==> src/include/core_defines.svh <==
`ifndef CORE_DEFINES_SVH
`define CORE_DEFINES_SVH

// datapath widths
`define XLEN       32
`define REG_AW     5

// instruction buffer
`define FIFO_DEPTH 8
`define RESET_PC   32'hbfc00000

// primary opcodes
`define OP_SPECIAL 6'h00
`define OP_ADDIU   6'h09
`define OP_ANDI    6'h0c
`define OP_ORI     6'h0d
`define OP_LUI     6'h0f

// funct codes under SPECIAL
`define FN_ADDU    6'h21
`define FN_SUBU    6'h23
`define FN_AND     6'h24
`define FN_OR      6'h25
`define FN_XOR     6'h26
`define FN_SLT     6'h2a

`endif

==> src/hdl/core_pkg.sv <==
`default_nettype none
`include "core_defines.svh"

package core_pkg;

    typedef logic [`XLEN-1:0]   word_t;
    typedef logic [`XLEN-1:0]   inst_t;
    typedef logic [`REG_AW-1:0] reg_addr_t;

    // one code per ALU function, NOP for anything unsupported
    typedef enum logic [2:0] {
        ALU_ADD,
        ALU_SUB,
        ALU_AND,
        ALU_OR,
        ALU_XOR,
        ALU_SLT,
        ALU_LUI,
        ALU_NOP
    } alu_op_e;

endpackage

`default_nettype wire

==> src/hdl/regfile.sv <==
`default_nettype none
`include "core_defines.svh"

module regfile
    import core_pkg::*;
(
    input  logic      clk,
    input  logic      rst_i,
    input  reg_addr_t ra1_i,
    input  reg_addr_t ra2_i,
    input  reg_addr_t ra3_i,
    input  reg_addr_t ra4_i,
    output word_t     rd1_o,
    output word_t     rd2_o,
    output word_t     rd3_o,
    output word_t     rd4_o,
    input  logic      we1_i,
    input  reg_addr_t wa1_i,
    input  word_t     wd1_i,
    input  logic      we2_i,
    input  reg_addr_t wa2_i,
    input  word_t     wd2_i
);
    word_t regs [2**`REG_AW];

    always_ff @(posedge clk) begin
        if (rst_i) begin
            for (int i = 0; i < 2**`REG_AW; i++) begin
                regs[i] <= '0;
            end
        end else begin
            if (we1_i) begin
                regs[wa1_i] <= wd1_i;
            end
            // slave is younger, its write lands last
            if (we2_i) begin
                regs[wa2_i] <= wd2_i;
            end
        end
    end

    assign rd1_o = (ra1_i == '0) ? '0 : regs[ra1_i];
    assign rd2_o = (ra2_i == '0) ? '0 : regs[ra2_i];
    assign rd3_o = (ra3_i == '0) ? '0 : regs[ra3_i];
    assign rd4_o = (ra4_i == '0) ? '0 : regs[ra4_i];

endmodule

`default_nettype wire

==> config.mk <==
export PLATFORM = sky130hd
export DESIGN_NAME = regfile
export DESIGN_NICKNAME = d
export VERILOG_FILES = /design/src/hdl/core_pkg.sv /design/src/hdl/regfile.sv
export VERILOG_INCLUDE_DIRS = /design/src /design/src/include
export SDC_FILE = /design/constraint.sdc
export NUM_CORES = 2
export LEC_CHECK = 0
export BUFFER_PORTS_ARGS = -buffer_cell sky130_fd_sc_hd__clkbuf_2
export CORE_MARGIN = 3
export CORE_UTILIZATION = 45
export CTS_BUF_LIST = sky130_fd_sc_hd__clkbuf_4
export DETAILED_ROUTE_END_ITERATION = 7
export HOLD_SLACK_MARGIN = 0.03
export PLACE_DENSITY_LB_ADDON = 0.2
export REMOVE_ABC_BUFFERS = 1
export SLEW_MARGIN = 20
export SYNTH_ARGS = -nofsm -noshare
export SYNTH_HDL_FRONTEND = slang
export SYNTH_SLANG_ARGS = --single-unit
==> constraint.sdc <==
create_clock -name clk -period 5.6 [get_ports clk]
set_input_delay 0.56 -clock clk [delete_from_list [all_inputs] [get_ports clk]]
set_output_delay 0.56 -clock clk [all_outputs]
set_load 0.01 [all_outputs]
==> out/results.ini <==
[status]
status=finished, final reports clean

[layout]
multiInputGateArea_sq_mm=0.0415
reg_top3=regs: 1024 flops
regArea_sq_mm=0.0307
nets=5401
most-common-layout-cells=a22o_1, edfxtp_1, mux4_2
drive_gt1_share_pct=38.1
fill_cells=14400
largest_reg_flops=1024
final_util_pct=49.6
finalNonFillerCells=7747
area_growth_pct=9.30
final_cell_area_sq_mm=0.0831
regMostFlops=regs

[synthesis]
synth_cell_types=51
synth_compound_area_share_pct=18.9
synth_top_cell_by_area=edfxtp_1
yosys.area_share.simple_pct=3.32
synth_adder_area_share_pct=0
synth_top_family_by_area=multiplexers
synth_top_cell_area_share_pct=40.4
syn-instance-count=5258
synth-main-ff-cell=edfxtp_1
syn_area_per_cell_sq_um=14.5
synth-edff-count=1024
synthXorXnorAreaFrac_pct=0
synth_seq_cells=1024
ys_seq_area_share_pct=40.4
yosys-top-cells-area=edfxtp_1, mux4_2, a22o_1
async_reset_ff_share_pct=0
yosys_warnings=0
synthMuxAreaShare_pct=31.8
netlist_area_sq_mm=0.0761

[cts]
cts-root-buf=clkbuf_4
path_clk_slew_ns=0.06
cts-buffers-inserted=312
clock-sinks=1024
cts_tree=built
cts-htree-levels=5
post_cts_buffers=0
clk_path_buf_depth=4

[timing]
fin_crit_ns=4.44
maxSlewHeadroom_pct=15.2
fin_tns_setup_ns=0
period_share_pct=79.3
rsz0062_at_grt=no
worst_slew_pin_slew_ns=1.27
finalHoldViolations=0
slew_violations=0
fmax_mhz=225
finalSetupViolCount=0

[placement]
place.port_buffers=225
place_congestion=0.986
placed_area_sq_mm=0.0788
hpwl_mm=230
dp_cells=7137

[floorplan]
pin_count=226
dieHeight_microns=417
std_cell_rows=150
fp.dieArea_sq_mm=0.174
initial_core_util_pct=45.4
die_w_microns=417
fp.coreArea_sq_mm=0.168

[detailed_routing]
drt_pass1_iterations=8
avgRoutedWirePerCell_microns=49.8
drc=0
ant_nets=0
top_layer_used=met5
wl_mm=386
num_vias=65900
wl_met2_mm=155
routed_via_density=8.51
m1WireLength_mm=125
route.met3.wl_mm=66.7
first_iter_violations=13900

[pwr]
finalPower_mw=21.3
peakVddDrop_mv=0.239
power_density_mw_per_mm2=257
p_leak_nw=28.0

[critical_path]
worstPathRequired_ns=5.04
crit_start=regs[22][24]$_DFFE_PP_
end_kind=output pin
start_kind=flop
worst-endpoint-arrival_ns=3.88
cp_max_fo=4
worstSetupPathType=reg -> out

[worst_hold_path]
hp-start=wa1_i[2]
worstHoldPathType=in -> reg

[job]
drv_cap=0

[grt]
antenna_found_initial=20
grt_pass1_wl_mm=517
track_usage_pct=43.3
gr-total-overflow=0
grt_pass1_vias=62400
grt_max_degree=107

-- synthesized netlist by cell type, types with 4 or more instances --
cell type and n:
buf_6 48, mux2i_1 256, nor2_8 8, nor2_2 10
nor3_2 13, edfxtp_1 1024, a311oi_1 128, a221oi_1 95
and2_1 6, nor3_4 19, nor2_4 13, nand2_1 70
a211oi_1 128, a22o_1 1024, or4_1 4, buf_4 115
a211o_1 12, nor2_1 32, clkbuf_4 5, o21ai_1 218
o2111ai_1 33, nor2b_1 137, inv_2 4, or3_1 18
clkbuf_1 369, buf_2 274, mux2_2 128, nand2b_1 5
o21ai_0 5, a22oi_1 128, mux4_2 896
-- final timing paths --
kind | endpoint | slack (ns) | cells after the start
setup / recovery | rd1_o[24] | 1.16 | 5
hold / removal | regs[0][24]$_DFFE_PP_ | 0.12 | 4
-- kinds of logic (layout without fill, tap and decap cells) --
kind of cell / after synthesis / count (layout)
AO/OA/AOI/OAI: 1774 / 1774
multiplexers: 1280 / 1280
other: 0 / 23
AND/OR/NAND/NOR: 363 / 363
buffers and inverters: 817 / 1079
flip-flops: 1024 / 1024
-- metrics by stage --
step           hold WS, ns  setup slack (ns)
2_1_floorplan        0.762              1.88
3_3_place_gp          1.39              1.24
3_5_place_dp          1.40              1.30
4_1_cts             0.0317              1.34
5_1_grt             0.0905              1.20
6_report             0.119              1.16
-- metal layers --
metal	up-vias	track usage, %
li1	23200	-
met1	32800	53.2
met2	7862	58.9
met3	2014	18.7
met4	14	34.6
met5	-	1.39
-- report_power, final --
group / total (mW) / internal [mW] / leakage [nW] / switching, mW
sequential: 9.38 / 8.91 / 9.76 / 0.476
clock: 7.34 / 3.62 / 2.20 / 3.72
combinational: 4.62 / 1.87 / 16.0 / 2.75
total: 21.3 / 14.4 / 28.0 / 6.94
-- critical path, cell delays in order (launching register included) --
cell	delay [ns]
edfxtp_1	0.39
mux2i_1	0.23
a221oi_1	0.60
o21ai_1	0.17
a311oi_2	0.78
clkbuf_2	0.26
-- cell type report --
type                       count  share of cell area, %
sequential                  1024                   37.0
inverter                       4                 0.0301
clock inverter               102                  0.549
timing repair buffer         544                   5.31
tap                         2204                   3.32
clock buffer                 429                   3.87
multi-input combinational   3417                   49.9
antenna                       23                 0.0692
-- repair_timing --
action / 4_1_cts / 5_1_grt
hold buffers: 55 / 0
gates resized for setup: 0 / 0
endpoints found under the hold margin: 436 / 0
Note: power is estimated with default switching activity, not from simulation.
