### src/include/core_defines.svh
`ifndef CORE_DEFINES_SVH
`define CORE_DEFINES_SVH

// datapath widths
`define XLEN       32
`define REG_AW     5

// instruction buffer
`define FIFO_DEPTH 8
`define RESET_PC   32'hbfc00000

// primary opcodes
`define OP_SPECIAL 6'h00
`define OP_ADDIU   6'h09
`define OP_ANDI    6'h0c
`define OP_ORI     6'h0d
`define OP_LUI     6'h0f

// funct codes under SPECIAL
`define FN_ADDU    6'h21
`define FN_SUBU    6'h23
`define FN_AND     6'h24
`define FN_OR      6'h25
`define FN_XOR     6'h26
`define FN_SLT     6'h2a

`endif

### src/hdl/core_pkg.sv
`default_nettype none
`include "core_defines.svh"

package core_pkg;

    typedef logic [`XLEN-1:0]   word_t;
    typedef logic [`XLEN-1:0]   inst_t;
    typedef logic [`REG_AW-1:0] reg_addr_t;

    // one code per ALU function, NOP for anything unsupported
    typedef enum logic [2:0] {
        ALU_ADD,
        ALU_SUB,
        ALU_AND,
        ALU_OR,
        ALU_XOR,
        ALU_SLT,
        ALU_LUI,
        ALU_NOP
    } alu_op_e;

endpackage

`default_nettype wire

### src/hdl/alu.sv
`default_nettype none

module alu
    import core_pkg::*;
(
    input  alu_op_e op_i,
    input  word_t   a_i,
    input  word_t   b_i,
    output word_t   y_o
);
    always_comb begin
        case (op_i)
            ALU_ADD: y_o = a_i + b_i;
            ALU_SUB: y_o = a_i - b_i;
            ALU_AND: y_o = a_i & b_i;
            ALU_OR:  y_o = a_i | b_i;
            ALU_XOR: y_o = a_i ^ b_i;
            // signed compare, result in bit 0
            ALU_SLT: y_o = word_t'($signed(a_i) < $signed(b_i));
            // b holds the zero-extended immediate
            ALU_LUI: y_o = b_i << 16;
            default: y_o = '0;
        endcase
    end

endmodule

`default_nettype wire

### config.mk
export PLATFORM = sky130hd
export DESIGN_NAME = alu
export DESIGN_NICKNAME = d
export VERILOG_FILES = /design/src/hdl/core_pkg.sv /design/src/hdl/alu.sv
export VERILOG_INCLUDE_DIRS = /design/src /design/src/include
export SDC_FILE = /design/constraint.sdc
export NUM_CORES = 1
export LEC_CHECK = 0
export BUFFER_PORTS_ARGS = -buffer_cell sky130_fd_sc_hd__buf_2
export CORE_ASPECT_RATIO = 1.4
export CORE_MARGIN = 2
export CORE_UTILIZATION = 50
export DETAILED_ROUTE_END_ITERATION = 6
export GPL_ROUTABILITY_DRIVEN = 0
export PLACE_DENSITY = 0.81
export SLEW_MARGIN = 20
export SYNTH_ARGS = -nofsm -noshare
export SYNTH_HDL_FRONTEND = slang
export SYNTH_SLANG_ARGS = --single-unit
### constraint.sdc
create_clock -name vclk -period 9.6
set_input_delay 1.44 -clock vclk [all_inputs]
set_output_delay 1.44 -clock vclk [all_outputs]
set_load 0.005 [all_outputs]
==> flow_summary_export.csv <==
group,metric,value,unit
status,outcome,"completed",
synthesis,ys_seq_area_share,0,%
drt,routedWlPerCell,18.0,um
layout,area_growth,9.26,%
drt,route.detailed.drc,0,
placed_design,hpwlAfterDp,14000,um
synthesis,synthCells,822,
global_route,overflow,0,
pwr,p_leak,2.85,nW
global_route,grt_usage,29.7,%
timing,drv_slew,0,
setup_path,path_cells,"buf_2, ha_1, inv_1, fa_1, nand2b_1, a21o_1, a2111oi_4, nor2_1, o31a_1, o31ai_1, mux2_2, a22oi_1, nand3_1, buf_2",
drt,drtPass1Iterations,6,
setup_path,slowest_delay,0.42,ns
timing,setup_tns,0,ns
timing,hold_viol,0,
setup_path,required,8.16,ns
floorplanning,die_h,126,um
floorplanning,die_x,91.4,um
pwr,power_per_cell_area,61.5,nW/um^2
pwr,ir_worst_vdd,27.1,uV
synthesis,syn_nets,987,
placed_design,placed_cell_area,5840,um^2
drt,viasPerCell,6.39,
layout,utilization,56.2,%
floorplanning,io_pins,99,
layout,nClkBuffers,0,
global_route,grt_pass1_vias,6029,
min_path,min_path_type,"input pin to output pin",
layout,num_antenna_cells,0,
setup_path,crit_fanout,4,
synthesis,synth_top_area_share,22.5,%
setup_path,crit_type,"input pin to output pin",
run,maxCapViolCount,0,
setup_path,cpMaxStageDelayCell,"a2111oi_4",
setup_path,critPathLaunchType,"input pin",
floorplanning,core_region_area,10400,um^2
synthesis,yosys_warnings,0,
clocking,ctsHoldBuffers,0,
placed_design,post-place-ws,3.62,ns
setup_path,arrival,4.60,ns
floorplanning,start_util,51.4,%
pwr,finalPower,359,uW
layout,regArea,0,um^2
layout,design.seq.count,0,
setup_path,endpoint_kind,"output pin",
layout,drive_above_1_share,14.9,%
layout,final_cells,1013,
layout,final.fill_count,1079,
timing,relSlewSlack,27.7,%
timing,fmax,166,MHz
drt,drt.antenna.violating_nets,0,
floorplanning,num_rows,44,
timing,timing.hold.ws,3.36,ns
synthesis,synth_top_cell_by_area,"ha_1",
layout,stdcell_area,5840,um^2
synthesis,synth_area_leaders,"ha_1 22%, a21oi_1 7.5%, inv_1 6.8%",
floorplanning,die_area,11600,um^2
placed_design,io_buffers,99,
drt,vias,6478,
setup_path,cpMostUsedCell,"buf_2",
placed_design,dp.cells,1013,
layout,final_nets,1042,
global_route,antenna_found_initial,0,
synthesis,ys_types,71,
clocking,post_cts.repair.setup_buffers,0,
drt,wirelength,18200,um
drt,drtIter0Drc,528,
timing,fin_crit,6.04,ns
timing,worst_slew_pin_slew,1.08,ns
global_route,grt_pass1_wl,28800,um
timing,setup_slack,3.56,ns
synthesis,syn_area,5350,um^2
timing,period_share,62.9,%
timing,finalSetupViolCount,0,
clocking,cts_resized,0,
synthesis,syn_area_per_cell,6.51,um^2
global_route,grt_max_degree,51,
timing,rsz0062_at_grt,"false",
-- layout by cell type, fill, tap and decap left out, drive strengths merged, types with 4 or more instances in the layout --
| cell type | instances |
|---|---|
| o211ai | 10 |
| xor2 | 6 |
| mux2i | 5 |
| a22oi | 15 |
| a21o | 15 |
| nor2b | 10 |
| or3 | 5 |
| a32oi | 4 |
| buf | 104 |
| ha | 96 |
| a21oi | 81 |
| o31a | 6 |
| nand4 | 9 |
| nand2 | 58 |
| nand3 | 15 |
| and3 | 5 |
| o22ai | 16 |
| o21ai | 55 |
| o21a | 7 |
| a2111oi | 4 |
| inv | 99 |
| o21bai | 12 |
| o31ai | 14 |
| o32a | 6 |
| o22a | 5 |
| o221ai | 7 |
| nor2 | 77 |
| or2 | 4 |
| mux2 | 8 |
| nor3 | 24 |
| nand2b | 8 |
| o32ai | 5 |
| a31oi | 7 |
| a221oi | 5 |
| xnor2 | 16 |
| a211oi | 11 |
| and2 | 6 |
-- critical path: cells and delay by family --
kind | cells | cell delay (ns)
multiplexers | 1 | 0.39
AND/OR/NAND/NOR | 3 | 0.39
buffers and inverters | 3 | 0.31
adder cells (fa/ha/maj) | 2 | 0.57
AO/OA/AOI/OAI | 5 | 1.51
-- power breakdown --
| group | leakage [nW] | internal [mW] | switching [mW] |
|---|---|---|---|
| combinational | 2.85 | 0.140 | 0.220 |
| clock | 0 | 0 | 0 |
| sequential | 0 | 0 | 0 |
| total | 2.85 | 0.140 | 0.220 |
-- final cells by class --
| cell class | count | area, um^2 | share of cell area [%] |
|---|---|---|---|
| inverter | 99 | 372 | 6.36 |
| timing repair buffer | 104 | 533 | 9.12 |
| tap | 138 | 173 | 2.95 |
| multi-input combinational | 672 | 4770 | 81.6 |
-- cells by family (layout without fill, tap and decap cells) --
| logic type | after synthesis | after routing | share of synthesized area (%) |
|---|---|---|---|
| adders and majority gates | 98 | 98 | 23.2 |
| muxes | 13 | 13 | 2.62 |
| buffers and inverters | 150 | 203 | 10.9 |
| xor gates and xnor gates | 22 | 22 | 3.60 |
| and+or+nand+nor | 229 | 229 | 19.7 |
| AOI/OAI and AO/OA | 310 | 310 | 40.0 |
-- synth_stat cells, types with 5 or more instances --
master	instances
inv_1	97
nor3_1	24
a21oi_1	80
clkbuf_1	31
o21a_1	7
buf_1	7
nand3_1	15
nand2b_1	8
xnor2_1	16
o221ai_1	7
ha_1	96
nor2_1	77
a22oi_1	15
a211oi_1	11
o32a_1	6
o22a_1	5
and2_1	6
or3_1	5
o21ai_0	52
o21bai_1	12
o211ai_1	9
nand4_1	9
mux2i_1	5
nand2_1	58
mux2_2	8
xor2_1	6
buf_2	12
o22ai_1	16
o31a_1	6
a31oi_1	7
o31ai_1	13
nor2b_1	10
a21o_1	15
and3_1	5
a221oi_1	5
-- worst paths after layout --
check	startpoint	to	cells past startpoint
worst min-delay path	b_i[0]	y_o[16]	6
worst max-delay path	b_i[0]	y_o[28]	14
-- routing by layer --
metal | vias up | part of all wire, % | GRT usage, %
met2 | 371 | 49 | 53.2
met4 | 0 | 6.1 | 17.5
met1 | 2953 | 37 | 34.4
met3 | 88 | 8.1 | 2.14
met5 | - | 0 | 0
li1 | 3066 | - | -
Power figures use the tool's default switching activity.
