**src/include/core_defines.svh**
```systemverilog
`ifndef CORE_DEFINES_SVH
`define CORE_DEFINES_SVH

// datapath widths
`define XLEN       32
`define REG_AW     5

// instruction buffer
`define FIFO_DEPTH 8
`define RESET_PC   32'hbfc00000

// primary opcodes
`define OP_SPECIAL 6'h00
`define OP_ADDIU   6'h09
`define OP_ANDI    6'h0c
`define OP_ORI     6'h0d
`define OP_LUI     6'h0f

// funct codes under SPECIAL
`define FN_ADDU    6'h21
`define FN_SUBU    6'h23
`define FN_AND     6'h24
`define FN_OR      6'h25
`define FN_XOR     6'h26
`define FN_SLT     6'h2a

`endif

```
**src/hdl/core_pkg.sv**
```systemverilog
`default_nettype none
`include "core_defines.svh"

package core_pkg;

    typedef logic [`XLEN-1:0]   word_t;
    typedef logic [`XLEN-1:0]   inst_t;
    typedef logic [`REG_AW-1:0] reg_addr_t;

    // one code per ALU function, NOP for anything unsupported
    typedef enum logic [2:0] {
        ALU_ADD,
        ALU_SUB,
        ALU_AND,
        ALU_OR,
        ALU_XOR,
        ALU_SLT,
        ALU_LUI,
        ALU_NOP
    } alu_op_e;

endpackage

`default_nettype wire

```
**src/hdl/forward_unit.sv**
```systemverilog
`default_nettype none

module forward_unit
    import core_pkg::*;
(
    input  reg_addr_t m_rs_addr_i,
    input  word_t     m_rs_rf_i,
    input  reg_addr_t m_rt_addr_i,
    input  word_t     m_rt_rf_i,
    input  reg_addr_t s_rs_addr_i,
    input  word_t     s_rs_rf_i,
    input  reg_addr_t s_rt_addr_i,
    input  word_t     s_rt_rf_i,
    input  logic      ex_m_wen_i,
    input  reg_addr_t ex_m_waddr_i,
    input  word_t     ex_m_result_i,
    input  logic      ex_s_wen_i,
    input  reg_addr_t ex_s_waddr_i,
    input  word_t     ex_s_result_i,
    input  logic      wb_m_wen_i,
    input  reg_addr_t wb_m_waddr_i,
    input  word_t     wb_m_result_i,
    input  logic      wb_s_wen_i,
    input  reg_addr_t wb_s_waddr_i,
    input  word_t     wb_s_result_i,
    output word_t     m_rs_o,
    output word_t     m_rt_o,
    output word_t     s_rs_o,
    output word_t     s_rt_o
);
    // newest producer first, slave before master within a stage
    function automatic word_t pick(input reg_addr_t addr, input word_t rf_val);
        if (addr == '0) begin
            pick = rf_val;
        end else if (ex_s_wen_i && (ex_s_waddr_i == addr)) begin
            pick = ex_s_result_i;
        end else if (ex_m_wen_i && (ex_m_waddr_i == addr)) begin
            pick = ex_m_result_i;
        end else if (wb_s_wen_i && (wb_s_waddr_i == addr)) begin
            pick = wb_s_result_i;
        end else if (wb_m_wen_i && (wb_m_waddr_i == addr)) begin
            pick = wb_m_result_i;
        end else begin
            pick = rf_val;
        end
    endfunction

    always_comb begin
        m_rs_o = pick(m_rs_addr_i, m_rs_rf_i);
        m_rt_o = pick(m_rt_addr_i, m_rt_rf_i);
        s_rs_o = pick(s_rs_addr_i, s_rs_rf_i);
        s_rt_o = pick(s_rt_addr_i, s_rt_rf_i);
    end

endmodule

`default_nettype wire

```
**config.mk**
```make
export PLATFORM = sky130hd
export DESIGN_NAME = forward_unit
export DESIGN_NICKNAME = d
export VERILOG_FILES = /design/src/hdl/core_pkg.sv /design/src/hdl/forward_unit.sv
export VERILOG_INCLUDE_DIRS = /design/src /design/src/include
export SDC_FILE = /design/constraint.sdc
export NUM_CORES = 1
export LEC_CHECK = 0
export BUFFER_PORTS_ARGS = -buffer_cell sky130_fd_sc_hd__buf_2
export CAP_MARGIN = 20
export CORE_AREA = 2 2 165 167
export DETAILED_ROUTE_END_ITERATION = 10
export DIE_AREA = 0 0 167 169
export SYNTH_ARGS = -nofsm -noshare
export SYNTH_HDL_FRONTEND = slang
export SYNTH_SLANG_ARGS = --single-unit
export TNS_END_PERCENT = 1
```
**constraint.sdc**
```tcl
create_clock -name vclk -period 1.8
set_clock_uncertainty 0.2 [all_clocks]
set_input_delay 0.18 -clock vclk [all_inputs]
set_output_delay 0.18 -clock vclk [all_outputs]
set_load 0.1 [all_outputs]
```
==> results summary <==
The flow ran to the end, but the final reports show violations. The final reports fail on negative setup slack. The standby leakage power is roughly 7 nW.

The signal on the critical path passes through buf_8, buf_8, xor2_4, nor4_4, buf_6, clkbuf_16, and3_4, o311ai_4, a21oi_4, buf_12. The number of warnings printed during yosys synthesis came out at 0. The remaining antenna violation count came out at 0. The number of antenna violations at the first check in global routing came out at 5. The total via count after detailed routing is about 15000. At the worst endpoint, the arrival time is around 2.2 ns. For this run, the post-layout net count is 2181. The half-perimeter wire length after detailed placement is about 45 mm.

The count of final max-slew check failures was 0. The layout cell share with drive strength beyond 1 is approximately half. For this design, the CTS-stage hold fixing added 0 buffers. The post-synth net total is between 1500 and 2000. Counting stages on the worst path, the most repeated cell is buf_8. The total standard cell area after synthesis came out at between 8000 and 9000 sq um. The upper clock frequency limit is a little under 0.4 GHz. The area of the core region is about 27000 sq um. The dominant delay contributor by cell family on the critical path is buffers and inverters. In the synthesized netlist, the number of instances is 1391. There are 0 flip-flops and latches. The final critical path takes up 141% of the cycle. The floorplan die width is approximately 170 microns.

The maximum number of pins on one net before global-route repair came out at 65. The via count of the first global-routing pass came to between 15000 and 20000. In the synthesized netlist, the cells that appear most often are 255 x a21oi_1, 136 x and3_1, 128 x o22ai_1. The sequential element share of the synthesized area came out at 0%. The height of the die came out at approximately 170 microns. The power density of the placed cells is approximately 450 nW/um^2. Setup repair after global routing could not meet its margin everywhere. The total number of placement rows is 60. The worst setup path is captured at an output pin. The initial core utilization came out at 32.5%.

The count of clock-net buffers in the final layout is 0. Routability-driven placement finished with a final weighted congestion of 0.955. The number of detailed-routing iterations run before antenna repair is 6. Dividing the detail-routed wire length by the instance count gives roughly 29 microns. The reported max-cap violation count came out at 0.

The combinational group share of total power came out at between 90% and 100%. The largest single stage delay on the critical path is between 0.3 and 0.4 ns. The violation count after the first detailed-routing iteration is between 2000 and 2500. During placement, the flow inserted port buffers numbering 428. STA classifies the critical path startpoint as an input pin.

The final-report hold violation count came out at 0. The slew at the pin with the worst max-slew slack is around 0.56 ns. The synthesis-to-layout area growth is 103%. The number of remaining DRC errors came out at 0.

By area the synthesized netlist is led by a21oi_1 15%, o311ai_1 11%, a21boi_0 11%. The wire length after detailed routing came out at approximately 65 mm. The largest fanout on the critical path is 8. The worst-case setup margin in the final layout is -0.739 ns. The top cell type's share of synthesized area came out at between 10% and 20%. The master of the slowest instance on the critical path is nor4_4. The combined global-route utilization of all metal layers is 41.8%. The area of the die came out at between 20000 and 30000 sq um. The internal portion of the total power is about 3 mW. The vias per cell is about 7.

VDD sags by at most about 0.43 mV. The relative slew slack came out at approximately 63%. The most area-hungry cell type in the Yosys netlist is a21oi_1.

The min-delay analysis places its worst path in the category input pin to output pin. The switching power of the nets is approximately 5 mW. The number of library cell types mapped by synthesis came out at 39. Yosys instantiated no cell more often than a21oi_1. The post-route worst hold slack came out at around 0.68 ns. Cells fill approximately two thirds of the core in the end.

The switching fraction of total power came out at between 60% and 70%. The global-route wire length before repair came out at roughly 93 mm. The clock share of power is 0%. The mean post-synth cell area came out at roughly 6.2 sq um. The routed design could run at a clock period as short as around 2.5 ns. The final number of setup-violating endpoints is between 100 and 150. The count of pins on the block boundary came out at between 400 and 500.

STA puts the critical path data required time at ~1.4 ns. The critical path is of the input pin to output pin type. The buffer and inverter count on the worst path is 5. The area of all sequential standard cells is 0 sq um. The sequential power share came out at 0%. The remaining global-route overflow came out at 0.
## placed cells by master (no fill, tap or decap), drive strengths merged
master   netlist  routed
xnor2         17      17
clkbuf       127       8
nand3b        94      94
a21oi        255     255
a21boi       127     127
nor4          10      10
nand3         10      10
o311ai       127     127
nand4          3       3
and2           6       6
o2111ai        1       1
buf           65     672
nand2         67      67
o21ai          3       3
o22ai        128     128
nand2b        63      63
diode          0       6
a41o           1       1
nor2b          1       1
and3         136     136
or2            1       1
xor2          64      64
or4            3       3
a211oi         1       1
a31o           1       1
or3            2       2
nor2          41      41
nor3          37      37
## metal layers
metal / vias to the layer above / global-route usage, % / share of wire [%] / wire length, microns
li1: 6342 / - / - / -
met1: 7215 / 50.2 / 35 / 22700
met2: 1517 / 68.7 / 44 / 29100
met3: 420 / 8.23 / 13 / 8410
met4: 2 / 25.7 / 7.9 / 5160
met5: - / 0 / 0.014 / 9
## per-stage QoR
stage	area [sq um]	std cells	setup TNS (ns)	power [mW]	setup WS, ns
2_1_floorplan	10100	1391	-80.10	4.31	-0.648
3_3_place_gp	16400	2217	-81.11	7.45	-0.832
3_5_place_dp	16400	2217	-84.81	7.49	-0.868
4_1_cts	17000	2221	-70.89	7.65	-0.649
5_1_grt	17500	2224	-85.93	8.04	-0.768
6_report	17500	2226	-78.11	7.89	-0.739
## cell families after synthesis
| group | Yosys count | share of synthesized area [%] |
|---|---|---|
| simple gates | 474 | 33.2 |
| xor+xnor | 81 | 8.23 |
| buf+inv | 192 | 9.85 |
| compound gates | 644 | 48.7 |
## power groups by stage
| stage | logic (mW) | registers [mW] | clock network [mW] |
|---|---|---|---|
| after floorplan | 4.31 | 0 | 0 |
| after global placement | 7.45 | 0 | 0 |
| after detailed placement | 7.49 | 0 | 0 |
| after CTS | 7.65 | 0 | 0 |
| after global routing | 8.04 | 0 | 0.000000297 |
| final | 7.89 | 0 | 0.000000448 |
## repair_timing
item,4_1_cts,5_1_grt
gates resized for setup,123,79
pin swaps,85,102
cloned,2,10
endpoints found under the setup margin,128,128
buffers inserted,2,3
## path summary, 6_finish.rpt
check / start / end / slack, ns / cells after the start
worst min-delay path: s_rt_rf_i[27] / s_rt_o[27] / 0.68 / 4
worst max-delay path: wb_m_waddr_i[2] / s_rs_o[10] / -0.74 / 10
## final cells by class
cell class / count / area [sq um]
diodes: 6 / 15.0
fillers: 2222 / 8970
multi-input cells: 1199 / 10200
well taps: 341 / 427
repair buffers: 680 / 6880
Power figures use the tool's default switching activity.
