File: src/include/core_defines.svh
`ifndef CORE_DEFINES_SVH
`define CORE_DEFINES_SVH

// datapath widths
`define XLEN       32
`define REG_AW     5

// instruction buffer
`define FIFO_DEPTH 8
`define RESET_PC   32'hbfc00000

// primary opcodes
`define OP_SPECIAL 6'h00
`define OP_ADDIU   6'h09
`define OP_ANDI    6'h0c
`define OP_ORI     6'h0d
`define OP_LUI     6'h0f

// funct codes under SPECIAL
`define FN_ADDU    6'h21
`define FN_SUBU    6'h23
`define FN_AND     6'h24
`define FN_OR      6'h25
`define FN_XOR     6'h26
`define FN_SLT     6'h2a

`endif

File: src/hdl/core_pkg.sv
`default_nettype none
`include "core_defines.svh"

package core_pkg;

    typedef logic [`XLEN-1:0]   word_t;
    typedef logic [`XLEN-1:0]   inst_t;
    typedef logic [`REG_AW-1:0] reg_addr_t;

    // one code per ALU function, NOP for anything unsupported
    typedef enum logic [2:0] {
        ALU_ADD,
        ALU_SUB,
        ALU_AND,
        ALU_OR,
        ALU_XOR,
        ALU_SLT,
        ALU_LUI,
        ALU_NOP
    } alu_op_e;

endpackage

`default_nettype wire

File: src/hdl/inst_fifo.sv
`default_nettype none
`include "core_defines.svh"

module inst_fifo
    import core_pkg::*;
(
    input  logic                         clk,
    input  logic                         rst_i,
    input  logic                         wr1_en_i,
    input  logic                         wr2_en_i,
    input  inst_t                        wr1_data_i,
    input  inst_t                        wr2_data_i,
    input  logic                         pop1_i,
    input  logic                         pop2_i,
    output inst_t                        head_inst_o,
    output word_t                        head_pc_o,
    output inst_t                        next_inst_o,
    output word_t                        next_pc_o,
    output logic [$clog2(`FIFO_DEPTH):0] count_o,
    output logic                         room_o
);
    localparam int PW = $clog2(`FIFO_DEPTH);
    localparam int CW = PW + 1;

    inst_t         inst_mem [`FIFO_DEPTH];
    word_t         pc_mem   [`FIFO_DEPTH];
    logic [PW-1:0] rd_ptr, wr_ptr;
    word_t         fetch_pc;
    logic          wr2, pop2;
    logic [1:0]    n_push, n_pop;

    // second slot only counts behind the first
    assign wr2    = wr1_en_i & wr2_en_i;
    assign pop2   = pop1_i & pop2_i;
    assign n_push = {1'b0, wr1_en_i} + {1'b0, wr2};
    assign n_pop  = {1'b0, pop1_i} + {1'b0, pop2};

    always_ff @(posedge clk) begin
        if (rst_i) begin
            rd_ptr   <= '0;
            wr_ptr   <= '0;
            count_o  <= '0;
            fetch_pc <= `RESET_PC;
        end else begin
            rd_ptr   <= rd_ptr + PW'(n_pop);
            wr_ptr   <= wr_ptr + PW'(n_push);
            count_o  <= count_o + CW'(n_push) - CW'(n_pop);
            fetch_pc <= fetch_pc + word_t'({n_push, 2'b00});
        end
    end

    // entries carry the fetch pc as a tag
    always_ff @(posedge clk) begin
        if (wr1_en_i) begin
            inst_mem[wr_ptr] <= wr1_data_i;
            pc_mem[wr_ptr]   <= fetch_pc;
        end
        if (wr2) begin
            inst_mem[wr_ptr + 1'b1] <= wr2_data_i;
            pc_mem[wr_ptr + 1'b1]   <= fetch_pc + word_t'(4);
        end
    end

    assign head_inst_o = inst_mem[rd_ptr];
    assign head_pc_o   = pc_mem[rd_ptr];
    assign next_inst_o = inst_mem[rd_ptr + 1'b1];
    assign next_pc_o   = pc_mem[rd_ptr + 1'b1];

    // a full fetch beat needs two free slots
    assign room_o = (CW'(`FIFO_DEPTH) - count_o) >= CW'(2);

endmodule

`default_nettype wire

File: config.mk
export PLATFORM = sky130hd
export DESIGN_NAME = inst_fifo
export DESIGN_NICKNAME = d
export VERILOG_FILES = /design/src/hdl/core_pkg.sv /design/src/hdl/inst_fifo.sv
export VERILOG_INCLUDE_DIRS = /design/src /design/src/include
export SDC_FILE = /design/constraint.sdc
export NUM_CORES = 1
export LEC_CHECK = 0
export BUFFER_PORTS_ARGS = -buffer_cell sky130_fd_sc_hd__buf_2
export CAP_MARGIN = 20
export CORE_MARGIN = 2
export CORE_UTILIZATION = 35
export CTS_CLUSTER_DIAMETER = 100
export DETAILED_ROUTE_END_ITERATION = 10
export PLACE_DENSITY = 0.61
export REMOVE_ABC_BUFFERS = 1
export SLEW_MARGIN = 20
export SYNTH_ARGS = -nofsm -noshare
export SYNTH_HDL_FRONTEND = slang
export SYNTH_SLANG_ARGS = --single-unit
File: constraint.sdc
create_clock -name clk -period 7.8 [get_ports clk]
set_input_delay 1.17 -clock clk [delete_from_list [all_inputs] [get_ports clk]]
set_output_delay 1.17 -clock clk [all_outputs]
set_load 0.05 [all_outputs]
==> run metrics <==
hold buffers post-CTS=0; Worst-Skew Late Latency=0.64 ns; post-CTS sizing=0; RD Place Congestion=0.764; Initial Utilization=0.353; total power=approximately 0.0081 W; Layout Skew=0.0308 ns; fraction of registers with async set/reset=0; Post-DP HPWL=just under 60000 µm; fin nets=2802; CP Buf/Inv Count=2; status=finished clean; CP Max Fanout=51; DRT Wirelength=97500 µm; number of buffers created by CTS=just under 60; power dissipated by switching net loads=0.00253 W; Tot GR Track Use=0.207; Clock Tree Buf Depth=3; Internal Power=0.00555 W; Die ar.=approximately 93000 µm²; post-synthesis cell type count=39; CP delay by family, top=flip-flops; Combinational Power Share=0.229; CP Class=reg2out; unrepaired setup endpoints after global routing=no; measured slew at the worst slew-check pin=1.17 ns; Seq/Total Area, Yosys=0.494; total core area=90000 µm²; Fin. Hold Viols=0; M1 GR Usage=0.260; first-pass GRT wire length=145000 µm; Initial DRT Pass Iterations=5; GR Util met2=0.372; Clk pwr share=0.353; Net Sw Frac=0.313; max_cap viols=0; clk root buf=clkbuf_16; Final Cycle Share=0.714; CP Cell Sequence=ha_4 > buf_4 > mux4_2 > mux2_2 > buf_2; Worst path slowest cell=dfxtp_4; DR vias=21700; synthesis-to-finish area growth=11.6%; fillcell total=8401; Slew Viols, Final=0; ys flop type=edfxtp_1; synthesized area=31800 µm²; Hold WS=roughly 0.68 ns; initial antenna violation count=5; DR iter-0 viols=~2100; IO Pins=203; Peak VDD IR=around 0.17 mV; M3 GR Usage=0.0282; Worst Hold Class=reg2reg; TritonCTS clock tree=done; final antenna-violating net count=0; Clock transition at path regs=0.06 ns; fraction of layout cells with a size suffix above 1=0.270; Ys Warns=0; Leak=12.3 nW; largest net degree at the start of global routing=73; CTS sink cnt=536; # Post-CTS Setup Buffers=0; chip height=305 µm; routed len/inst=24.8 µm; grt total ovfl=0; die boundary width=305 µm; # DRC=0; Seq pwr share=0.418; Peak Freq=180 MHz; Synth Instances=2700; worst reg2reg setup slack=3.76 ns; Setup-failing EPs final=0; Worst EP required=6.63 ns; Antenna diodes=0; I/O Buffers=between 150 and 200; synthesized area per cell=11.8 µm²; H-tree Lvls=2; CP startpoint kind=flop; vias in the first global route=21800; max incr delay on CP=1.02 ns; Critical Path AT=4.40 ns; PD cells=between 200 and 250 nW/µm²; Final min period=5.57 ns; Core Rows=110; number of synthesized flops with an enable pin=between 400 and 500; Critical Path Sink Type=primary output; max-slew headroom at the worst pin=0.217; #FFs+latches synth=536; most crowded layer after global routing=met2; vias per cell=5.51
[logic make-up after synthesis]
| kind of cell | synth area share |
|---|---|
| AOI/OAI and AO/OA | 0.00670 |
| xor gates and xnor gates | 0.0692 |
| adders and majority gates | 0.00827 |
| buffers and inverters | 0.0438 |
| DFF | 0.494 |
| muxes | 0.221 |
| other | 0.000118 |
| and+or+nand+nor | 0.157 |
[path summary, 6_finish.rpt]
kind                    from               to  cells after the start
setup / recovery   rd_ptr[1]  next_inst_o[11]                      5
hold / removal    count_o[2]       count_o[3]                      3
setup reg to reg   wr_ptr[0]  inst_mem[1][12]                      6
hold reg to reg   count_o[2]       count_o[3]                      3
[worst min-delay path, cell delays in order, from the launching register on]
cell and delay, ns:
dfxtp_1 0.37, xor2_1 0.09, xnor2_1 0.14, nor2_1 0.04
[state kept, by name (all words and copies together), names as in the netlist]
register and cells:
inst_mem 256, pc_mem 240, fetch_pc 30, count_o 4, rd_ptr 3, wr_ptr 3
[metal layers]
metal,up-vias,share of wire
li1,9668,-
met1,11000,0.40
met2,871,0.51
met3,141,0.063
met4,2,0.025
met5,-,0.00013
[placed cells by master (no fill, tap or decap), types with 60 or more instances in the layout]
cell type,count
nor2_1,63
buf_2,198
edfxtp_1,496
xor2_1,94
xnor2_1,156
nand2_1,855
mux2_2,125
nand4_1,60
mux4_2,248
[synthesized netlist by cell type (all sizes together) (11+ instances only)]
cell type | count | area, µm²
nor2 | 67 | 251
buf | 121 | 651
nor3 | 54 | 270
mux4 | 248 | 5590
clkbuf | 175 | 698
nor2b | 15 | 93.8
nor4 | 22 | 188
dfxtp | 40 | 801
or3 | 17 | 106
ha | 13 | 163
nand2 | 855 | 3210
mux2 | 125 | 1410
inv | 11 | 41.3
nand3 | 60 | 305
nand4 | 60 | 375
xor2 | 95 | 832
xnor2 | 156 | 1370
edfxtp | 496 | 14900
o21ai | 13 | 65.1
[power groups by stage]
stage | Combinational (W) | Clock, W | Sequential (W)
4_1_cts | 0.00188 | 0.00289 | 0.00338
5_1_grt | 0.00196 | 0.00299 | 0.00339
3_3_place_gp | 0.00186 | 0 | 0.00343
2_1_floorplan | 0.00143 | 0 | 0.00349
3_5_place_dp | 0.00187 | 0 | 0.00344
6_report | 0.00185 | 0.00285 | 0.00338
[stage by stage]
stage	TNS (ns)	setup WS, ns	cells	util	instance area (µm²)
after floorplan	-544.89	-6.26	2407	-	30400
after global placement	0	2.69	3828	0.372	33500
after detailed placement	0	2.60	3828	0.372	33500
after CTS	0	1.92	3936	0.393	35400
after global routing	0	1.94	3938	0.394	35400
final	0	2.23	3938	0.394	35400
[cell type report]
cell class / instances / area (µm²) / share of cell area
tap: 1176 / 1470 / 0.0415
timing repair buffer: 247 / 1400 / 0.0396
clock buffer: 73 / 1530 / 0.0431
inverter: 11 / 41.3 / 0.00116
clock inverter: 35 / 398 / 0.0112
multi-input combinational: 1860 / 14900 / 0.420
sequential: 536 / 15700 / 0.443
No activity file was read; power rests on OpenSTA's default activity.
