===== config.mk =====
export PLATFORM = sky130hd
export DESIGN_NAME = decoder
export DESIGN_NICKNAME = d
export VERILOG_FILES = /design/src/hdl/core_pkg.sv /design/src/hdl/decoder.sv
export VERILOG_INCLUDE_DIRS = /design/src /design/src/include
export SDC_FILE = /design/constraint.sdc
export NUM_CORES = 1
export LEC_CHECK = 0
export BUFFER_PORTS_ARGS = -buffer_cell sky130_fd_sc_hd__buf_2
export CAP_MARGIN = 10
export CELL_PAD_IN_SITES_DETAIL_PLACEMENT = 1
export CELL_PAD_IN_SITES_GLOBAL_PLACEMENT = 1
export CORE_UTILIZATION = 18
export DETAILED_ROUTE_END_ITERATION = 16
export GPL_TIMING_DRIVEN = 0
export PLACE_DENSITY_LB_ADDON = 0.25
export REMOVE_ABC_BUFFERS = 1
export SYNTH_ARGS = -nofsm -noshare
export SYNTH_HDL_FRONTEND = slang
export SYNTH_SLANG_ARGS = --single-unit

===== constraint.sdc =====
create_clock -name vclk -period 2.2
set_clock_uncertainty 0.2 [all_clocks]
set_input_delay 0.33 -clock vclk [all_inputs]
set_output_delay 0.33 -clock vclk [all_outputs]
set_load 0.05 [all_outputs]

===== src/include/core_defines.svh =====
`ifndef CORE_DEFINES_SVH
`define CORE_DEFINES_SVH

// datapath widths
`define XLEN       32
`define REG_AW     5

// instruction buffer
`define FIFO_DEPTH 8
`define RESET_PC   32'hbfc00000

// primary opcodes
`define OP_SPECIAL 6'h00
`define OP_ADDIU   6'h09
`define OP_ANDI    6'h0c
`define OP_ORI     6'h0d
`define OP_LUI     6'h0f

// funct codes under SPECIAL
`define FN_ADDU    6'h21
`define FN_SUBU    6'h23
`define FN_AND     6'h24
`define FN_OR      6'h25
`define FN_XOR     6'h26
`define FN_SLT     6'h2a

`endif


===== src/hdl/core_pkg.sv =====
`default_nettype none
`include "core_defines.svh"

package core_pkg;

    typedef logic [`XLEN-1:0]   word_t;
    typedef logic [`XLEN-1:0]   inst_t;
    typedef logic [`REG_AW-1:0] reg_addr_t;

    // one code per ALU function, NOP for anything unsupported
    typedef enum logic [2:0] {
        ALU_ADD,
        ALU_SUB,
        ALU_AND,
        ALU_OR,
        ALU_XOR,
        ALU_SLT,
        ALU_LUI,
        ALU_NOP
    } alu_op_e;

endpackage

`default_nettype wire


===== src/hdl/decoder.sv =====
`default_nettype none
`include "core_defines.svh"

module decoder
    import core_pkg::*;
(
    input  inst_t     inst_i,
    output reg_addr_t rs_o,
    output reg_addr_t rt_o,
    output reg_addr_t waddr_o,
    output word_t     imm_o,
    output alu_op_e   alu_op_o,
    output logic      use_imm_o,
    output logic      reg_wen_o
);
    logic [5:0] opcode;
    logic [5:0] funct;
    reg_addr_t  rd;
    logic       sign_ext;

    assign opcode = inst_i[31:26];
    assign funct  = inst_i[5:0];
    assign rs_o   = inst_i[25:21];
    assign rt_o   = inst_i[20:16];
    assign rd     = inst_i[15:11];

    // addiu is the only signed immediate here
    assign sign_ext  = (opcode == `OP_ADDIU);
    assign use_imm_o = (opcode != `OP_SPECIAL);
    assign imm_o     = sign_ext ? word_t'($signed(inst_i[15:0])) : word_t'(inst_i[15:0]);

    // R-type writes rd, I-type writes rt
    assign waddr_o = (opcode == `OP_SPECIAL) ? rd : rt_o;

    always_comb begin
        alu_op_o = ALU_NOP;
        case (opcode)
            `OP_SPECIAL: begin
                case (funct)
                    `FN_ADDU: alu_op_o = ALU_ADD;
                    `FN_SUBU: alu_op_o = ALU_SUB;
                    `FN_AND:  alu_op_o = ALU_AND;
                    `FN_OR:   alu_op_o = ALU_OR;
                    `FN_XOR:  alu_op_o = ALU_XOR;
                    `FN_SLT:  alu_op_o = ALU_SLT;
                    default:  alu_op_o = ALU_NOP;
                endcase
            end
            `OP_ADDIU: alu_op_o = ALU_ADD;
            `OP_ANDI:  alu_op_o = ALU_AND;
            `OP_ORI:   alu_op_o = ALU_OR;
            `OP_LUI:   alu_op_o = ALU_LUI;
            default:   alu_op_o = ALU_NOP;
        endcase
    end

    // unknown encodings and writes to $0 retire silently
    assign reg_wen_o = (alu_op_o != ALU_NOP) && (waddr_o != '0);

endmodule

`default_nettype wire


==> reports/metrics.cfg, run 1 <==
[yosys]
yosys.cell_types.count = 29
synth_top_cell_area_share_pct = 48.84
synth.top_cells.by_area = sky130_fd_sc_hd__buf_4 49%, sky130_fd_sc_hd__mux2_2 7.0%, sky130_fd_sc_hd__a2111oi_4 4.3%
ys_top_cells_by_count = 42 x sky130_fd_sc_hd__buf_4, 4 x sky130_fd_sc_hd__mux2_2, 3 x sky130_fd_sc_hd__nand3_1, 3 x sky130_fd_sc_hd__nor3_1
synth-warning-count = 0
synthesis.area_per_instance_um2 = 7.873
synthMostInstantiatedCell = sky130_fd_sc_hd__buf_4
synthesis.instances = 82
syn-cell-area_um2 = 645.6
netlist.top_cell.by_area = sky130_fd_sc_hd__buf_4
ys_seq_area_share_pct = 0

[detailed_routing]
drt_pass1_iterations = 2
drt-wirelength-per-cell_um = 12.76
post_drt_via_cell_ratio = 4.312
detailedRoute.firstIterationViolations = 14
totalWireLength_um = 1965
drc = 0
route.antenna.remaining_nets = 0
vias = 664

[power_and_ir_drop]
report.power.total_uw = 198.3
p_leak_uw = 0.0004251
cellPowerDensity_mw_per_mm2 = 230.4
irDropWorstVdd_mv = 0.08376

[final_layout]
layout.core_utilization_pct = 25.40
antenna_diode_count = 0
clock_buffer_count = 0
register_area_um2 = 0
fillerInstances = 429
drive_gt1_share_pct = 83.33
final_net_count = 142
layout.cells.non_filler = 154
layout.sequential_cells = 0
area.growth.synth_to_final_pct = 33.33

[die]
coreArea_mm2 = 0.003390
io-pin-count = 84
initial_core_util_pct = 19.05
die_w_um = 61.89
die_area_mm2 = 0.003830
fp.dieH_um = 61.89
placementRows = 21

[sta]
setup_total_negative_slack_ps = -51.55
worst_slew_pin_slew_ps = 327.4
timing.final.max_slew_violations = 0
layout_min_cycle_time_ps = 2252
slew_headroom_pct = 78.10
layout_worst_path_cycle_share_pct = 102.3
fmax_mhz = 444.1
rsz_0062_raised_after_global_routing = yes
setup-violations-final = 1
report.final.hold_viol_count = 0
fin_ws_ps = -51.55

[grt]
via_count_of_the_first_global_routing_pass = 594
grt_antenna_before_repair = 0
grt_max_degree = 17
grt_pass1_wl_um = 2780
grt_overflow_total = 0
track_usage_pct = 9.485

[setup_path]
timing.critical_path.to_type = output pin
crit_path_max_fanout = 3
criticalPathCategory = in2out
setup.worst_path.start_class = primary input
cp-startpoint = inst_i[4]
critical_path_required_ps = 1670
worstSetupEndpoint = reg_wen_o
worstPathArrival_ps = 1720

[placed_design]
globalplace.congestion = 0.7003
post-dp-hpwl_um = 1627
dp_cells = 150
number_of_buffers_inserted_by_port_buffering = 64

[outcome]
run_status = finished, violations left
violations = setup timing

[worst_hold_path]
timing.hold.worst.class = in2out
worstHoldPathCells = 0

[job]
maxCapViolations = 0

[clocking]
cts.hold.buffers_added = 0

through the flow:
step	hold slack (ps)	setup slack, ps	area, µm²
global route	460.3	-110.4	860.8
finish	460.3	-51.55	860.8
global placement	460.5	-407.9	708.2
detailed placement	460.5	-495.4	708.2
CTS	460.5	-51.25	802.0
floorplan	460.0	-14950	330.3
power by group:
group / switching, µW / internal (µW)
clock network: 0 / 0
logic: 139 / 59.2
registers: 0 / 0
kinds of logic after synthesis:
| family | share of synthesized area [%] |
|---|---|
| buffers and inverters | 48.84 |
| and+or+nand+nor | 26.75 |
| AOI/OAI and AO/OA | 16.09 |
| muxes | 6.976 |
| xor gates and xnor gates | 1.357 |
layout make-up:
class                           instances  area [µm²]  area share, %
Multi-Input combinational cell         40       386.6          44.91
Tap cell                               46       57.56          6.686
Timing Repair Buffer                   68       416.7          48.40
worst min path at each step:
stage | from | slack (ps) | endpoint
final | inst_i[21] | 460 | rs_o[0]
after global routing | inst_i[10] | 460 | imm_o[10]
after CTS | inst_i[10] | 460 | imm_o[10]
after detailed placement | inst_i[10] | 460 | imm_o[10]
after global placement | inst_i[10] | 460 | imm_o[10]
after floorplan | inst_i[0] | 460 | imm_o[0]
repair_timing:
item,CTS,global route
endpoints found under the hold margin,0,0
buffers inserted,3,1
endpoints found under the setup margin,20,20
gates resized for setup,18,11
pin swaps,5,4
per-layer routing:
layer	share of wire, %	up-vias	global-route usage, %
li1	-	304	-
met4	0	0	0
met1	37	295	10.60
met2	49	65	17.51
met3	14	0	4.348
met5	0	-	0
critical path, cell delays in order:
cell and delay [ps]:
sky130_fd_sc_hd__buf_6 90, sky130_fd_sc_hd__or4b_4 570, sky130_fd_sc_hd__nor3_2 180, sky130_fd_sc_hd__nand3_1 140
sky130_fd_sc_hd__a41oi_2 230, sky130_fd_sc_hd__buf_6 180
cell usage in the layout, fill, tap and decap left out, types with 2 or more instances in the layout:
master / Yosys / routed
sky130_fd_sc_hd__buf_2: 0 / 56
sky130_fd_sc_hd__buf_6: 0 / 5
sky130_fd_sc_hd__mux2_2: 4 / 4
sky130_fd_sc_hd__nor3_4: 1 / 3
sky130_fd_sc_hd__nand3_1: 3 / 3
sky130_fd_sc_hd__buf_4: 42 / 3
sky130_fd_sc_hd__or2b_2: 2 / 2
sky130_fd_sc_hd__a21oi_1: 2 / 2
sky130_fd_sc_hd__nand2_1: 2 / 2
sky130_fd_sc_hd__or4b_4: 1 / 2
sky130_fd_sc_hd__o21ai_2: 1 / 2
sky130_fd_sc_hd__a21o_1: 2 / 2
sky130_fd_sc_hd__buf_8: 0 / 2
No activity file was read; power rests on OpenSTA's default activity.
==> inputs of run 2 (changes only) <==
REMOVE_ABC_BUFFERS = default   (was 1)
==> run 2 against run 1 <==
The run still ends with setup timing left. Cell count is 32% higher. Design area is 42% higher. Wire length is 4.0% higher. Maximum frequency is 2.9% lower. Total power is 39% higher. Via count is 20% higher. Critical path type unchanged. Largest cell class unchanged. Highest routed layer unchanged.
==> reports/metrics.cfg, run 2 (synthesis gave the netlist of run 1 again) <==
[setup_path]
cp-startpoint = inst_i[4]  ; unchanged
cp_common_cell = sky130_fd_sc_hd__buf_6  ; unchanged
critPathTopFamily = compound AO/OA/AOI/OAI gates  ; was simple AND/OR/NAND/NOR gates
cpPeakStageDelay_ps = 580  ; was 570 ps
timing.critical_path.to_type = output pin  ; unchanged
critical_path_required_ps = 1670  ; about the same
worst_path_max_delay_cell = sky130_fd_sc_hd__or4b_4  ; unchanged
worstPathArrival_ps = 1790  ; was 1720 ps
setup.worst_path.start_class = primary input  ; unchanged
crit_path_max_fanout = 3  ; unchanged
critical_path.cell_chain = buf_6 -> or4b_4 -> a2111oi_4 -> o21ai_4 -> a41oi_4 -> buf_6  ; was buf_6 -> or4b_4 -> nor3_2 -> nand3_1 -> a41oi_2 -> buf_6
criticalPathCategory = in2out  ; unchanged
critPathBufInv = 2  ; unchanged

[power_and_ir_drop]
p_leak_uw = 0.0006526  ; was 0.0004251 µW
share_clk_of_total_power_pct = 0  ; about the same
cellPowerDensity_mw_per_mm2 = 224.7  ; was 230.4 mW/mm²
power_switching_uw = 181.3  ; was 139.1 µW
sw_frac_of_total_pct = 65.87  ; was 70.13%
power_frac_seq_pct = 0  ; about the same
report.power.total_uw = 275.2  ; was 198.3 µW
irDropWorstVdd_mv = 0.1028  ; was 0.08376 mV
combPwrFrac_pct = 100.0  ; about the same
internal_power_uw = 93.94  ; was 59.23 µW

[die]
die_w_um = 61.89  ; unchanged
io-pin-count = 84  ; unchanged
placementRows = 21  ; unchanged
coreArea_mm2 = 0.003390  ; unchanged
die_area_mm2 = 0.003830  ; unchanged
fp.dieH_um = 61.89  ; unchanged
initial_core_util_pct = 19.05  ; unchanged

[detailed_routing]
vias = 799  ; was 664
drt_pass1_iterations = 2  ; unchanged
totalWireLength_um = 2043  ; was 1965 µm
drc = 0  ; unchanged
detailedRoute.firstIterationViolations = 5  ; was 14
route.antenna.remaining_nets = 0  ; unchanged
drt-wirelength-per-cell_um = 10.06  ; was 12.76 µm
post_drt_via_cell_ratio = 3.936  ; was 4.312

[sta]
fmax_mhz = 431.3  ; was 444.1 MHz
timing.final.max_slew_violations = 0  ; unchanged
setup-violations-final = 3  ; was 1
rsz_0062_raised_after_global_routing = yes  ; unchanged
fin_ws_ps = -118.3  ; was -51.55 ps
layout_min_cycle_time_ps = 2318  ; was 2252 ps
worst_slew_pin_slew_ps = 351.5  ; was 327.4 ps
layout_worst_path_cycle_share_pct = 105.4  ; was 102.3%
report.final.hold_viol_count = 0  ; unchanged
slew_headroom_pct = 76.49  ; was 78.10%

[grt]
track_usage_pct = 8.802  ; was 9.485%
via_count_of_the_first_global_routing_pass = 681  ; was 594
grt_pass1_wl_um = 2670  ; was 2780 µm
grt_max_degree = 17  ; unchanged
grt_overflow_total = 0  ; unchanged
grt_antenna_before_repair = 0  ; unchanged

[worst_hold_path]
worstHoldPathCells = 2  ; was 0
timing.hold.worst.class = in2out  ; unchanged
hold_path.startpoint = inst_i[8]  ; was inst_i[21]
holdPathEnd = imm_o[8]  ; was rs_o[0]

[final_layout]
clock_buffer_count = 0  ; unchanged
register_area_um2 = 0  ; unchanged
drive_gt1_share_pct = 87.90  ; was 83.33%
area.growth.synth_to_final_pct = 89.73  ; was 33.33%
layout.cells.most_common = sky130_fd_sc_hd__buf_2  ; unchanged
antenna_diode_count = 0  ; unchanged
final_net_count = 191  ; was 142
final_cell_mix = 68 x sky130_fd_sc_hd__buf_2, 40 x sky130_fd_sc_hd__buf_4, 7 x sky130_fd_sc_hd__buf_6  ; was 56 x sky130_fd_sc_hd__buf_2, 5 x sky130_fd_sc_hd__buf_6, 4 x sky130_fd_sc_hd__mux2_2
layout.cells.non_filler = 203  ; was 154
layout.sequential_cells = 0  ; unchanged

[placed_design]
post-dp-hpwl_um = 1809  ; was 1627 µm
globalplace.congestion = 0.6821  ; was 0.7003
number_of_buffers_inserted_by_port_buffering = 73  ; was 64
dp_cells = 201  ; was 150
dpl_worst_slack_ps = -267.8  ; was -495.4 ps

[outcome]
run_status = finished, violations left  ; unchanged
violations = setup timing  ; unchanged

[job]
maxCapViolations = 0  ; unchanged

[yosys]
synth.net_count = 114

[clocking]
cts.hold.buffers_added = 0  ; unchanged

## run 2: cell types whose count changed in the layout (fill, tap and decap cells not counted), sizes merged
cell    before  now
buf         67  117
clkbuf       1    0
## run 2: worst max path at each step
stage	end	slack [ps]	depth (start not counted)
final	reg_wen_o	-120	6
after global routing	reg_wen_o	-170	6
after CTS	reg_wen_o	-220	6
after detailed placement	reg_wen_o	-270	6
after global placement	reg_wen_o	-260	6
after floorplan	reg_wen_o	-150	4
## run 2: layer usage
| layer | vias up | wire (µm) | global-route usage (%) |
|---|---|---|---|
| met4 | 0 | 0 | 0 |
| met2 | 51 | 1122 | 18.59 |
| met3 | 0 | 194 | 0.6211 |
| met1 | 348 | 726 | 10.00 |
| met5 | - | 0 | 0 |
| li1 | 400 | - | - |
## run 2: per-stage QoR
stage	util, %	setup TNS, ps	hold WS [ps]	cell area [µm²]
2_1_floorplan	-	-1823	627.1	723.2
3_3_place_gp	33.81	-2437	762.6	1146
3_5_place_dp	33.81	-3638	762.7	1146
4_1_cts	34.55	-356.5	762.8	1171
5_1_grt	36.14	-283.0	766.1	1225
6_report	36.14	-135.1	761.7	1225
## run 2: cell type report
class,count,area [µm²]
buffer,42,334.1
fill,418,2165
multi-input combinational,40,412.9
tap,46,57.56
timing repair buffer,75,420.4
## run 2: power groups by stage
stage / Combinational (µW) / Sequential [µW] / Clock (µW)
2_1_floorplan: 201 / 0 / 0
3_3_place_gp: 265 / 0 / 0
3_5_place_dp: 267 / 0 / 0
4_1_cts: 269 / 0 / 0
5_1_grt: 290 / 0 / 0
6_report: 275 / 0 / 0
## run 2: what timing repair did
action / 4_1_cts / 5_1_grt
pin swaps: 1 / 4
setup endpoints to repair: 19 / 8
resized for setup: 2 / 12
setup buffers: 1 / 1
